### src/source/cpu_macros.svh
// CPU macros: word and register-file widths, PC step and the bubble encoding
`ifndef CPU_MACROS_SVH
`define CPU_MACROS_SVH

// Data path and address width
`define CPU_WORD_W 16

// Register index width and register count
`define CPU_REG_W 3
`define CPU_NUM_REGS 8

// Instructions are two bytes wide
`define CPU_PC_STEP 16'd2

// NOP with all operand fields zero
`define CPU_NOP_WORD 16'h0800

`endif
### src/source/cpu_pkg.sv
// CPU package: opcode, ALU operation and control-state types
`default_nettype none

package cpu_pkg;

	// Major opcodes, instruction bits 15 to 11
	typedef enum logic [4:0] {
		OP_HALT  = 5'b00000,
		OP_NOP   = 5'b00001,
		OP_ADDI  = 5'b01000,
		OP_SUBI  = 5'b01001,
		OP_XORI  = 5'b01010,
		OP_ANDNI = 5'b01011,
		OP_BEQZ  = 5'b01100,
		OP_BNEZ  = 5'b01101,
		OP_SLBI  = 5'b10010,
		OP_LBI   = 5'b11000,
		OP_RTYPE = 5'b11011
	} opcode_t;

	// Operations carried from decode into execute
	typedef enum logic [2:0] {
		ALU_ADD,
		ALU_SUB_FROM,       // second operand minus first
		ALU_XOR,
		ALU_ANDN,
		ALU_PASS_B,
		ALU_SHIFT_BYTE_IN
	} alu_op_t;

	// Run state of the core
	typedef enum logic [1:0] {
		CTL_RUN,
		CTL_HALTED,
		CTL_FAULT
	} ctl_state_t;

endpackage

`default_nettype wire

### src/source/cpu_core.sv
// CPU core: four-stage pipeline with external instruction memory
`timescale 1ns/10ps
`default_nettype none
`include "cpu_macros.svh"

module cpu_core (
	input wire clk,
	input wire rst,
	input wire [`CPU_WORD_W-1:0] imem_data,
	output logic [`CPU_WORD_W-1:0] imem_addr,
	output logic wb_valid,
	output logic [`CPU_REG_W-1:0] wb_reg,
	output logic [`CPU_WORD_W-1:0] wb_data,
	output logic halted,
	output logic err
);
	import cpu_pkg::*;

	logic [`CPU_WORD_W-1:0] dec_instr;
	logic [`CPU_WORD_W-1:0] dec_pc_next;
	logic branch_taken;
	logic [`CPU_WORD_W-1:0] branch_target;
	logic freeze;
	logic squash;
	logic [`CPU_REG_W-1:0] src_rs;
	logic [`CPU_REG_W-1:0] src_rt;
	logic uses_rs;
	logic uses_rt;
	logic halt_req;
	logic illegal;
	logic fwd_rs_ex;
	logic fwd_rt_ex;
	logic [`CPU_WORD_W-1:0] rf_a;
	logic [`CPU_WORD_W-1:0] rf_b;
	logic [`CPU_WORD_W-1:0] exe_a;
	logic [`CPU_WORD_W-1:0] exe_b;
	alu_op_t exe_op;
	logic [`CPU_REG_W-1:0] exe_dest;
	logic exe_write;
	logic [`CPU_WORD_W-1:0] ex_result;
	logic [`CPU_REG_W-1:0] ex_dest;
	logic ex_write;

	// Branch flush comes straight from decode
	fetch_stage u_fetch (
		.clk(clk), .rst(rst), .imem_data(imem_data),
		.branch_taken(branch_taken), .branch_target(branch_target),
		.freeze(freeze), .flush(branch_taken),
		.imem_addr(imem_addr), .dec_instr(dec_instr), .dec_pc_next(dec_pc_next)
	);

	reg_file u_rf (
		.clk(clk), .rst(rst), .rd_sel_a(src_rs), .rd_sel_b(src_rt),
		.wr_sel(wb_reg), .wr_data(wb_data), .wr_en(wb_valid),
		.rd_data_a(rf_a), .rd_data_b(rf_b)
	);

	decode_stage u_decode (
		.clk(clk), .rst(rst), .instr(dec_instr), .pc_next(dec_pc_next),
		.rf_a(rf_a), .rf_b(rf_b), .ex_result(ex_result),
		.fwd_rs_ex(fwd_rs_ex), .fwd_rt_ex(fwd_rt_ex), .squash(squash),
		.src_rs(src_rs), .src_rt(src_rt), .uses_rs(uses_rs), .uses_rt(uses_rt),
		.halt_req(halt_req), .illegal(illegal),
		.branch_taken(branch_taken), .branch_target(branch_target),
		.exe_a(exe_a), .exe_b(exe_b), .exe_op(exe_op),
		.exe_dest(exe_dest), .exe_write(exe_write)
	);

	execute_stage u_execute (
		.clk(clk), .rst(rst), .a(exe_a), .b(exe_b), .op(exe_op),
		.dest(exe_dest), .write(exe_write),
		.ex_result(ex_result), .ex_dest(ex_dest), .ex_write(ex_write),
		.wb_valid(wb_valid), .wb_reg(wb_reg), .wb_data(wb_data)
	);

	pipeline_control u_control (
		.clk(clk), .rst(rst), .src_rs(src_rs), .src_rt(src_rt),
		.uses_rs(uses_rs), .uses_rt(uses_rt),
		.ex_dest(ex_dest), .ex_write(ex_write),
		.halt_req(halt_req), .illegal(illegal),
		.fwd_rs_ex(fwd_rs_ex), .fwd_rt_ex(fwd_rt_ex),
		.freeze(freeze), .squash(squash), .halted(halted), .err(err)
	);

endmodule

`default_nettype wire

### src/source/pipeline_control.sv
// Pipeline control: forwarding selects and the run/halt/fault state machine
`timescale 1ns/10ps
`default_nettype none
`include "cpu_macros.svh"

module pipeline_control (
	input wire clk,
	input wire rst,
	input wire [`CPU_REG_W-1:0] src_rs,
	input wire [`CPU_REG_W-1:0] src_rt,
	input wire uses_rs,
	input wire uses_rt,
	input wire [`CPU_REG_W-1:0] ex_dest,
	input wire ex_write,
	input wire halt_req,
	input wire illegal,
	output logic fwd_rs_ex,
	output logic fwd_rt_ex,
	output logic freeze,
	output logic squash,
	output logic halted,
	output logic err
);
	import cpu_pkg::*;

	ctl_state_t state;
	ctl_state_t state_next;

	// Execute holds the only in-flight result not yet in the register file
	assign fwd_rs_ex = uses_rs && ex_write && (ex_dest == src_rs);
	assign fwd_rt_ex = uses_rt && ex_write && (ex_dest == src_rt);

	always_comb begin
		state_next = state;
		if (state == CTL_RUN) begin
			if (illegal) begin
				state_next = CTL_FAULT;
			end else if (halt_req) begin
				state_next = CTL_HALTED;
			end
		end
	end

	always_ff @(posedge clk) begin
		if (rst) begin
			state <= CTL_RUN;
		end else begin
			state <= state_next;
		end
	end

	// Stop fetch from the stopping instruction on
	assign squash = halt_req || illegal;
	assign freeze = squash || (state != CTL_RUN);

	assign halted = (state != CTL_RUN);
	assign err = (state == CTL_FAULT);

endmodule

`default_nettype wire

### src/source/execute_stage.sv
// Execute stage: ALU and the execute/write-back register
`timescale 1ns/10ps
`default_nettype none
`include "cpu_macros.svh"

module execute_stage (
	input wire clk,
	input wire rst,
	input wire [`CPU_WORD_W-1:0] a,
	input wire [`CPU_WORD_W-1:0] b,
	input wire cpu_pkg::alu_op_t op,
	input wire [`CPU_REG_W-1:0] dest,
	input wire write,
	output logic [`CPU_WORD_W-1:0] ex_result,
	output logic [`CPU_REG_W-1:0] ex_dest,
	output logic ex_write,
	output logic wb_valid,
	output logic [`CPU_REG_W-1:0] wb_reg,
	output logic [`CPU_WORD_W-1:0] wb_data
);
	import cpu_pkg::*;

	// Combinational so decode can forward it in the same cycle
	always_comb begin
		case (op)
			ALU_ADD: ex_result = a + b;
			ALU_SUB_FROM: ex_result = b - a;
			ALU_XOR: ex_result = a ^ b;
			ALU_ANDN: ex_result = a & ~b;
			ALU_SHIFT_BYTE_IN: ex_result = {a[7:0], b[7:0]};
			default: ex_result = b;
		endcase
	end

	assign ex_dest = dest;
	assign ex_write = write;

	// Write-back register, strobe is one cycle per write
	always_ff @(posedge clk) begin
		if (rst) begin
			wb_valid <= 1'b0;
			wb_reg <= '0;
		end else begin
			wb_valid <= write;
			wb_reg <= dest;
		end
		wb_data <= ex_result;
	end

endmodule

`default_nettype wire

### src/source/decode_stage.sv
// Decode stage: field decode, operand forwarding, branch resolve, decode/execute register
`timescale 1ns/10ps
`default_nettype none
`include "cpu_macros.svh"

module decode_stage (
	input wire clk,
	input wire rst,
	input wire [`CPU_WORD_W-1:0] instr,
	input wire [`CPU_WORD_W-1:0] pc_next,
	input wire [`CPU_WORD_W-1:0] rf_a,
	input wire [`CPU_WORD_W-1:0] rf_b,
	input wire [`CPU_WORD_W-1:0] ex_result,
	input wire fwd_rs_ex,
	input wire fwd_rt_ex,
	input wire squash,
	output logic [`CPU_REG_W-1:0] src_rs,
	output logic [`CPU_REG_W-1:0] src_rt,
	output logic uses_rs,
	output logic uses_rt,
	output logic halt_req,
	output logic illegal,
	output logic branch_taken,
	output logic [`CPU_WORD_W-1:0] branch_target,
	output logic [`CPU_WORD_W-1:0] exe_a,
	output logic [`CPU_WORD_W-1:0] exe_b,
	output cpu_pkg::alu_op_t exe_op,
	output logic [`CPU_REG_W-1:0] exe_dest,
	output logic exe_write
);
	import cpu_pkg::*;

	opcode_t opcode;
	alu_op_t alu_op;
	logic [`CPU_WORD_W-1:0] op_a;
	logic [`CPU_WORD_W-1:0] op_b;
	logic [`CPU_WORD_W-1:0] second;
	logic [`CPU_WORD_W-1:0] imm_sext5;
	logic [`CPU_WORD_W-1:0] imm_zext5;
	logic [`CPU_WORD_W-1:0] imm_sext8;
	logic [`CPU_WORD_W-1:0] imm_zext8;
	logic [`CPU_REG_W-1:0] dest;
	logic dest_write;
	logic rs_zero;

	assign opcode = opcode_t'(instr[15:11]);
	assign src_rs = instr[10:8];
	assign src_rt = instr[7:5];

	assign imm_sext5 = {{(`CPU_WORD_W-5){instr[4]}}, instr[4:0]};
	assign imm_zext5 = {{(`CPU_WORD_W-5){1'b0}}, instr[4:0]};
	assign imm_sext8 = {{(`CPU_WORD_W-8){instr[7]}}, instr[7:0]};
	assign imm_zext8 = {{(`CPU_WORD_W-8){1'b0}}, instr[7:0]};

	// Execute result wins over the register file
	assign op_a = fwd_rs_ex ? ex_result : rf_a;
	assign op_b = fwd_rt_ex ? ex_result : rf_b;

	assign rs_zero = (op_a == '0);
	assign branch_target = pc_next + imm_sext8;

	always_comb begin
		uses_rs = 1'b0;
		uses_rt = 1'b0;
		halt_req = 1'b0;
		illegal = 1'b0;
		branch_taken = 1'b0;
		alu_op = ALU_PASS_B;
		second = op_b;
		// Immediate ALU forms write the register in bits 7 to 5
		dest = instr[7:5];
		dest_write = 1'b0;
		case (opcode)
			OP_HALT: halt_req = 1'b1;
			OP_NOP: begin
				// Bubble, nothing to do
			end
			OP_ADDI, OP_SUBI: begin
				uses_rs = 1'b1;
				alu_op = (opcode == OP_ADDI) ? ALU_ADD : ALU_SUB_FROM;
				second = imm_sext5;
				dest_write = 1'b1;
			end
			OP_XORI, OP_ANDNI: begin
				uses_rs = 1'b1;
				alu_op = (opcode == OP_XORI) ? ALU_XOR : ALU_ANDN;
				second = imm_zext5;
				dest_write = 1'b1;
			end
			OP_RTYPE: begin
				uses_rs = 1'b1;
				uses_rt = 1'b1;
				dest = instr[4:2];
				dest_write = 1'b1;
				case (instr[1:0])
					2'b00: alu_op = ALU_ADD;
					2'b01: alu_op = ALU_SUB_FROM;
					2'b10: alu_op = ALU_XOR;
					2'b11: alu_op = ALU_ANDN;
				endcase
			end
			OP_LBI: begin
				second = imm_sext8;
				dest = instr[10:8];
				dest_write = 1'b1;
			end
			OP_SLBI: begin
				uses_rs = 1'b1;
				alu_op = ALU_SHIFT_BYTE_IN;
				second = imm_zext8;
				dest = instr[10:8];
				dest_write = 1'b1;
			end
			OP_BEQZ: begin
				uses_rs = 1'b1;
				branch_taken = rs_zero;
			end
			OP_BNEZ: begin
				uses_rs = 1'b1;
				branch_taken = !rs_zero;
			end
			default: illegal = 1'b1;
		endcase
	end

	always_ff @(posedge clk) begin
		if (rst || squash) begin
			exe_op <= ALU_PASS_B;
			exe_dest <= '0;
			exe_write <= 1'b0;
		end else begin
			exe_op <= alu_op;
			exe_dest <= dest;
			exe_write <= dest_write;
		end
		exe_a <= op_a;
		exe_b <= second;
	end

endmodule

`default_nettype wire

### src/source/reg_file.sv
// Register file: eight 16-bit registers, two read ports, write-before-read bypass
`timescale 1ns/10ps
`default_nettype none
`include "cpu_macros.svh"

module reg_file (
	input wire clk,
	input wire rst,
	input wire [`CPU_REG_W-1:0] rd_sel_a,
	input wire [`CPU_REG_W-1:0] rd_sel_b,
	input wire [`CPU_REG_W-1:0] wr_sel,
	input wire [`CPU_WORD_W-1:0] wr_data,
	input wire wr_en,
	output logic [`CPU_WORD_W-1:0] rd_data_a,
	output logic [`CPU_WORD_W-1:0] rd_data_b
);

	logic [`CPU_WORD_W-1:0] regs [0:`CPU_NUM_REGS-1];

	always_ff @(posedge clk) begin
		if (rst) begin
			for (int i = 0; i < `CPU_NUM_REGS; i++) begin
				regs[i] <= '0;
			end
		end else if (wr_en) begin
			regs[wr_sel] <= wr_data;
		end
	end

	// Same-cycle write shows up on the read ports
	assign rd_data_a = (wr_en && wr_sel == rd_sel_a) ? wr_data : regs[rd_sel_a];
	assign rd_data_b = (wr_en && wr_sel == rd_sel_b) ? wr_data : regs[rd_sel_b];

endmodule

`default_nettype wire

### src/source/fetch_stage.sv
// Fetch stage: PC register, next-PC select and the fetch/decode register
`timescale 1ns/10ps
`default_nettype none
`include "cpu_macros.svh"

module fetch_stage (
	input wire clk,
	input wire rst,
	input wire [`CPU_WORD_W-1:0] imem_data,
	input wire branch_taken,
	input wire [`CPU_WORD_W-1:0] branch_target,
	input wire freeze,
	input wire flush,
	output logic [`CPU_WORD_W-1:0] imem_addr,
	output logic [`CPU_WORD_W-1:0] dec_instr,
	output logic [`CPU_WORD_W-1:0] dec_pc_next
);

	logic [`CPU_WORD_W-1:0] pc;
	logic [`CPU_WORD_W-1:0] pc_plus;

	assign pc_plus = pc + `CPU_PC_STEP;
	assign imem_addr = pc;

	// Hold on halt, else redirect on a taken branch
	always_ff @(posedge clk) begin
		if (rst) begin
			pc <= '0;
		end else if (freeze) begin
			pc <= pc;
		end else if (branch_taken) begin
			pc <= branch_target;
		end else begin
			pc <= pc_plus;
		end
	end

	// Wrong-path or post-halt fetch turns into a bubble
	always_ff @(posedge clk) begin
		if (rst || flush || freeze) begin
			dec_instr <= `CPU_NOP_WORD;
		end else begin
			dec_instr <= imem_data;
		end
		dec_pc_next <= pc_plus;
	end

endmodule

`default_nettype wire

### config.mk
export PLATFORM = sky130hd
export DESIGN_NAME = cpu_core
export DESIGN_NICKNAME = d
export VERILOG_FILES = /design/src/source/cpu_pkg.sv /design/src/source/cpu_core.sv /design/src/source/pipeline_control.sv /design/src/source/execute_stage.sv /design/src/source/decode_stage.sv /design/src/source/reg_file.sv /design/src/source/fetch_stage.sv
export VERILOG_INCLUDE_DIRS = /design/src /design/src/source
export SDC_FILE = /design/constraint.sdc
export NUM_CORES = 1
export LEC_CHECK = 0
export BUFFER_PORTS_ARGS = -buffer_cell sky130_fd_sc_hd__buf_2
export CORE_ASPECT_RATIO = 0.7
export CORE_MARGIN = 2
export CORE_UTILIZATION = 40
export DETAILED_ROUTE_END_ITERATION = 8
export GPL_ROUTABILITY_DRIVEN = 0
export PLACE_DENSITY = 0.65
export SYNTH_ARGS = -nofsm -noshare
export SYNTH_HDL_FRONTEND = slang
export SYNTH_HIERARCHICAL = 1
export SYNTH_SLANG_ARGS = --single-unit
### constraint.sdc
create_clock -name clk -period 4.84 [get_ports clk]
set_input_delay 0.484 -clock clk [delete_from_list [all_inputs] [get_ports clk]]
set_output_delay 0.484 -clock clk [all_outputs]
set_load 0.01 [all_outputs]
==> impl_metrics.ini, run 1 <==
[synth]
yosysWarnings = 6
syn_nets = 1354
async_flop_share_pct = 0
syn_area_um2 = 14400
ys_ff_latch = 237
synth_cell_type_count = 75
synth_edf_count = 128
ys_seq_area_share_pct = 41.7
syn_inst = 1286
syn_area_per_cell_um2 = 11.2
synth_ff_type = edfxtp_1

[finish]
nNetsFinal = 1460
regMostFlops = u_rf/regs
drive_gt1_share_pct = 25.7
fillCellCount = 3270
fin_util_pct = 47.2
final_cell_mix = 146 x and2_1, 128 x edfxtp_1, 103 x dfxtp_1
largest_reg_flops = 128
syn_to_final_growth_pct = 16.8
final_common_cell = and2_1
stdcell_area_um2 = 16900

[global_routing]
grt_use_met1_pct = 30.7
grt_first_pass_wirelength_mm = 60.3
grt_pass1_vias = 10400
grt_use_total_pct = 20.7
busiest_layer = met2
grt_max_degree = 41
grt-ovfl-total = 0
antenna_found_initial = 1
gr-usage-met3_pct = 3.33
use_met2_pct = 31.9

[clock_network]
cts_sinks = 237
worstSkewPairLatency_ps = 540
path_clk_slew_ps = 60
h-tree-depth = 1
cts_buffers = 26
cts_tree = done
clockRootBuffer = clkbuf_16
clockBufferDepth = 3

[timing]
fin_ws_ps = 36.9
max_slew.worst_pin.slew_ps = 1090
fmax_mhz = 208
max_slew_margin_pct = 27.4
period_share_pct = 99.2
hold_slack_ps = 127
setup_viol = 0
rsz0062_at_grt = yes
maxSlewViolCount = 0
tns_ps = 0
post-route-min-period_ps = 4800
clock_skew_ps = 22.2
hold_viol = 0

[pwr]
power.switching_mw = 3.63
seqPwrFrac_pct = 30.7
leakage_nw = 6.73
combPwrFrac_pct = 47.6
switching_share_pct = 38.1
cellInternalPower_mw = 5.90
power_density_nw_per_um2 = 565
peakVddDrop_mv = 0.414
p_clk_share_pct = 21.7

[critical_path]
cp.arrival_ps = 5210
cp_max_fo = 5
rrSetupSlack_ps = 40
setup.worst_path.start_class = register
timing.rr.start = u_decode/exe_a[6]
max_stage_delay_ps = 580
critPathKind = register to register
crit_chain = or4_4 -> nor2_2 -> nor2_1 -> xnor2_1 -> ha_1 -> a21oi_1 -> o21ai_0 -> and2_1 -> a311o_1 -> xnor2_2 -> o21ai_1 -> mux2_2 -> nor4_2 -> buf_4 -> nand4_1 -> xor2_2 -> nor2_4 -> buf_6 -> buf_6 -> nor3b_2 -> a21oi_2 -> o21a_1 -> nor2_2
crit_required_ps = 5250
end_kind = register
critPathLaunch = u_decode/exe_a[6]
crit_slowest_cell = or4_4

[status]
run_status = finished, final reports clean

[route]
viasPerCell = 5.60
drt-total-wl_mm = 39.2
drc = 0
antenna_left = 0
via_count = 10600
wl_per_cell_um = 20.7
drt_iter0_markers = 963
firstDrtPassIters = 6

[place]
port_buffers = 55
hpwl_mm = 27.0
post-place-ws_ps = -199
place_area_um2 = 15500

[hold_path]
hold_start = imem_data[11]
hold_path_class = primary input to register

[die]
rows = 58
dieArea_um2 = 37700
die_w_um = 231
pin_count = 56
core-area_um2 = 35700
start_util_pct = 40.4
die_h_um = 163

[flow_run]
maxCapViolCount = 0
-- synth_stat cells, types with 11 or more instances --
cell type    n  area share (%)
o21ai_0     62             2.1
nand4_1     11            0.48
nor2b_1     17            0.74
nand2_1     67             1.7
xnor2_1     41             2.5
clkbuf_1    40             1.0
mux2i_1     30             2.1
inv_1       39             1.0
edfxtp_1   128              27
dfxtp_1    109              15
mux2_2      71             5.5
nor2_1      76             2.0
and2_1     146             6.3
xor2_1      22             1.3
ha_1        48             4.2
nand3_1     15            0.52
nand2b_1    16            0.69
a21oi_1     67             2.3
buf_4       15            0.78
nor3_1      12            0.42
mux4_1      60              11
buf_2       11            0.38
mux2_4      12             1.2
-- worst max-delay path: cells and delay by family, from the launching register on --
kind                       cells  cell delay (ps)
AOI/OAI and AO/OA              6             1000
xor gates and xnor gates       3              600
adders and majority gates      1              320
buffers and inverters          3              460
DFF                            1              360
muxes                          1              290
and+or+nand+nor                9             1620
-- layer usage --
metal	routed length [µm]	vias up
met2	17500	379
met5	0	-
met3	2930	45
met1	18300	5203
li1	-	4980
met4	510	0
-- metrics by stage --
stage | cells | total power [mW]
floorplan | 1286 | 5.57
global placement | 1822 | 6.89
detailed placement | 1822 | 6.98
CTS | 1889 | 9.26
global route | 1892 | 10.1
finish | 1893 | 9.52
-- timing repair --
item | in CTS | in global routing
gates resized for setup | 28 | 44
cloned | 1 | 0
setup endpoints to repair | 30 | 35
setup buffers | 18 | 5
pin swaps | 17 | 28
hold buffers | 0 | 0
-- area by class of cell --
type                       count  area, µm²  share of cell area [%]
multi-input combinational    928       8070                    47.9
antenna                        1       2.50                  0.0148
clock inverter                12        134                   0.794
inverter                      39        146                   0.868
clock buffer                  36        759                    4.51
sequential                   237       6030                    35.8
timing repair buffer         160       1110                    6.57
tap                          480        601                    3.56
-- cell families after synthesis --
logic type / Yosys count / synth area share [%]
buf+inv: 121 / 4.17
xor+xnor: 64 / 3.93
compound gates: 209 / 8.83
mux: 177 / 20.4
fa+ha+maj: 50 / 4.44
simple gates: 428 / 16.5
flops: 237 / 41.7
-- final timing paths --
kind	end	depth (start not counted)
worst max-delay path	u_fetch/imem_addr[3]	23
worst min-delay path	u_fetch/dec_instr[11]	2
worst max register to register	u_fetch/imem_addr[3]	23
worst min register to register	u_fetch/dec_pc_next[0]	0
-- power groups by stage --
stage | Clock (mW) | Sequential, mW | Combinational (mW)
2_1_floorplan | 0 | 2.77 | 2.80
3_3_place_gp | 0 | 2.93 | 3.95
3_5_place_dp | 0 | 2.94 | 4.04
4_1_cts | 2.10 | 2.91 | 4.25
5_1_grt | 2.18 | 2.99 | 4.91
6_report | 2.07 | 2.93 | 4.53
Power figures use the tool's default switching activity.
==> inputs of run 2 (changes only) <==
--- a/config.mk
+++ b/config.mk
@@ -9,10 +9,10 @@
 export BUFFER_PORTS_ARGS = -buffer_cell sky130_fd_sc_hd__buf_2
 export CORE_ASPECT_RATIO = 0.7
 export CORE_MARGIN = 2
-export CORE_UTILIZATION = 40
+export CORE_UTILIZATION = 50
 export DETAILED_ROUTE_END_ITERATION = 8
 export GPL_ROUTABILITY_DRIVEN = 0
-export PLACE_DENSITY = 0.65
+export PLACE_DENSITY = 0.76
 export SYNTH_ARGS = -nofsm -noshare
 export SYNTH_HDL_FRONTEND = slang
 export SYNTH_HIERARCHICAL = 1
==> impl_metrics.ini, run 2 (synthesized netlist as in run 1, its figures left out) <==
[place]
port_buffers = 55
place_area_um2 = 15300
dp.cells = 1714
hpwl_mm = 25.6

[finish]
regMostFlops = u_rf/regs
drive_gt1_share_pct = 22.8
antenna-diode-count = 0
regArea_um2 = 6030
fillCellCount = 2366
final_cell_mix = 146 x and2_1, 128 x edfxtp_1, 106 x dfxtp_1
stdcell_area_um2 = 16300
largest_reg_flops = 128
nNetsFinal = 1436
layout.cells.non_filler = 1765
multi_input_area_um2 = 7940
final_common_cell = and2_1
syn_to_final_growth_pct = 13.2

[die]
die_w_um = 207
rows = 52
pin_count = 56
core-area_um2 = 28600
dieArea_um2 = 30300
die_h_um = 146
start_util_pct = 50.4

[critical_path]
critPathKind = register to register
crit_required_ps = 5320
worstSetupPathDepth = 23
critical_path.top_delay_family = simple AND/OR/NAND/NOR gates
end_kind = register
reg2reg_depth = 23
cp_num_buf_inv = 3
max_stage_delay_ps = 590
setup.worst_path.start_class = register
rrSetupSlack_ps = 7
crit_slowest_cell = or4_4
crit_chain = inv_2 -> ha_4 -> nand4bb_1 -> or4_4 -> o21ai_2 -> xor2_1 -> ha_1 -> a21o_1 -> a211o_1 -> nor2_2 -> a21oi_2 -> xnor2_2 -> o21ai_2 -> or4b_1 -> o22ai_1 -> nand4_1 -> xor2_1 -> nor2_2 -> buf_6 -> buf_6 -> a32oi_1 -> or2_2 -> a21oi_1
cp_max_fo = 7
cp.arrival_ps = 5310

[clock_network]
h-tree-depth = 1
cts_buffers = 25
worstSkewPairLatency_ps = 560
clockBufferDepth = 3
cts_sinks = 237
path_clk_slew_ps = 60
clockRootBuffer = clkbuf_16
cts_tree = done

[route]
antenna_left = 0
drt_iter0_markers = 1245
wl_per_cell_um = 21.7
viasPerCell = 6.10
firstDrtPassIters = 6
drt-total-wl_mm = 38.3
drc = 0
via_count = 10800

[global_routing]
grt-ovfl-total = 0
grt_use_total_pct = 24.9
grt_pass1_vias = 10200
grt_max_degree = 41
grt_first_pass_wirelength_mm = 58.6
antenna_found_initial = 0

[timing]
max_slew.worst_pin.slew_ps = 1060
clock_skew_ps = 23.6
hold_viol = 0
post-route-min-period_ps = 4830
maxSlewViolCount = 0
setup_viol = 0
period_share_pct = 99.9
hold_slack_ps = 124
rsz0062_at_grt = yes
max_slew_margin_pct = 29.6
fmax_mhz = 207

[status]
run_status = finished, final reports clean

[pwr]
peakVddDrop_mv = 0.648
power_density_nw_per_um2 = 553
leakage_nw = 6.57

[hold_path]
hold_path_class = primary input to register
hold-path-cell-count = 2

[flow_run]
maxCapViolCount = 0
run 2: area by class of cell:
type | count | share of cell area [%]
Clock buffer | 36 | 4.71
Clock inverter | 10 | 0.452
Inverter | 39 | 0.896
Multi-Input combinational cell | 928 | 48.6
Sequential cell | 237 | 36.9
Tap cell | 378 | 2.89
Timing Repair Buffer | 137 | 5.60
run 2: per-stage QoR:
stage          worst slack (ps)  utilization, %  total power, mW  setup TNS (ps)
2_1_floorplan              16.7               -             5.57               0
3_3_place_gp               12.3            53.6             6.79               0
3_5_place_dp              -42.4            53.6             6.89            -146
4_1_cts                    17.2            56.6             8.85               0
5_1_grt                    -205            57.1             9.56           -4500
6_report                   6.62            57.1             9.03               0
run 2: power breakdown:
| group | leakage, nW | switching, mW | internal [mW] |
|---|---|---|---|
| combinational | 3.93 | 2.19 | 2.00 |
| clock | 0.425 | 0.822 | 1.12 |
| sequential | 2.22 | 0.473 | 2.44 |
run 2: layer usage:
metal	vias up	GRT usage (%)	share of wire (%)
met3	55	5.64	9.0
met4	0	5.32	1.5
met2	509	37.0	44
met5	-	0	0
li1	4935	-	-
met1	5260	37.1	45
run 2: final timing paths:
| check | startpoint | to |
|---|---|---|
| setup / recovery | u_decode/exe_a[1] | u_fetch/imem_addr[6] |
| hold reg to reg | u_fetch/imem_addr[0] | u_fetch/dec_pc_next[0] |
| hold / removal | imem_data[11] | u_fetch/dec_instr[11] |
| setup reg to reg | u_decode/exe_a[1] | u_fetch/imem_addr[6] |
run 2: worst register-to-register path, delay by kind of cell (launching register included):
| family | cells | cell delay [ps] |
|---|---|---|
| AO/OA/AOI/OAI | 8 | 1120 |
| flip-flops | 1 | 330 |
| XOR/XNOR | 3 | 550 |
| AND/OR/NAND/NOR | 7 | 2000 |
| adder cells (fa/ha/maj) | 2 | 390 |
| buffers and inverters | 3 | 370 |
run 2: repair_timing:
item	CTS	global route
buffers inserted	0	4
resized for setup	3	32
gates cloned	0	1
pin swaps	2	15
hold buffers	0	0
hold endpoints to repair	0	0
endpoints found under the setup margin	21	32
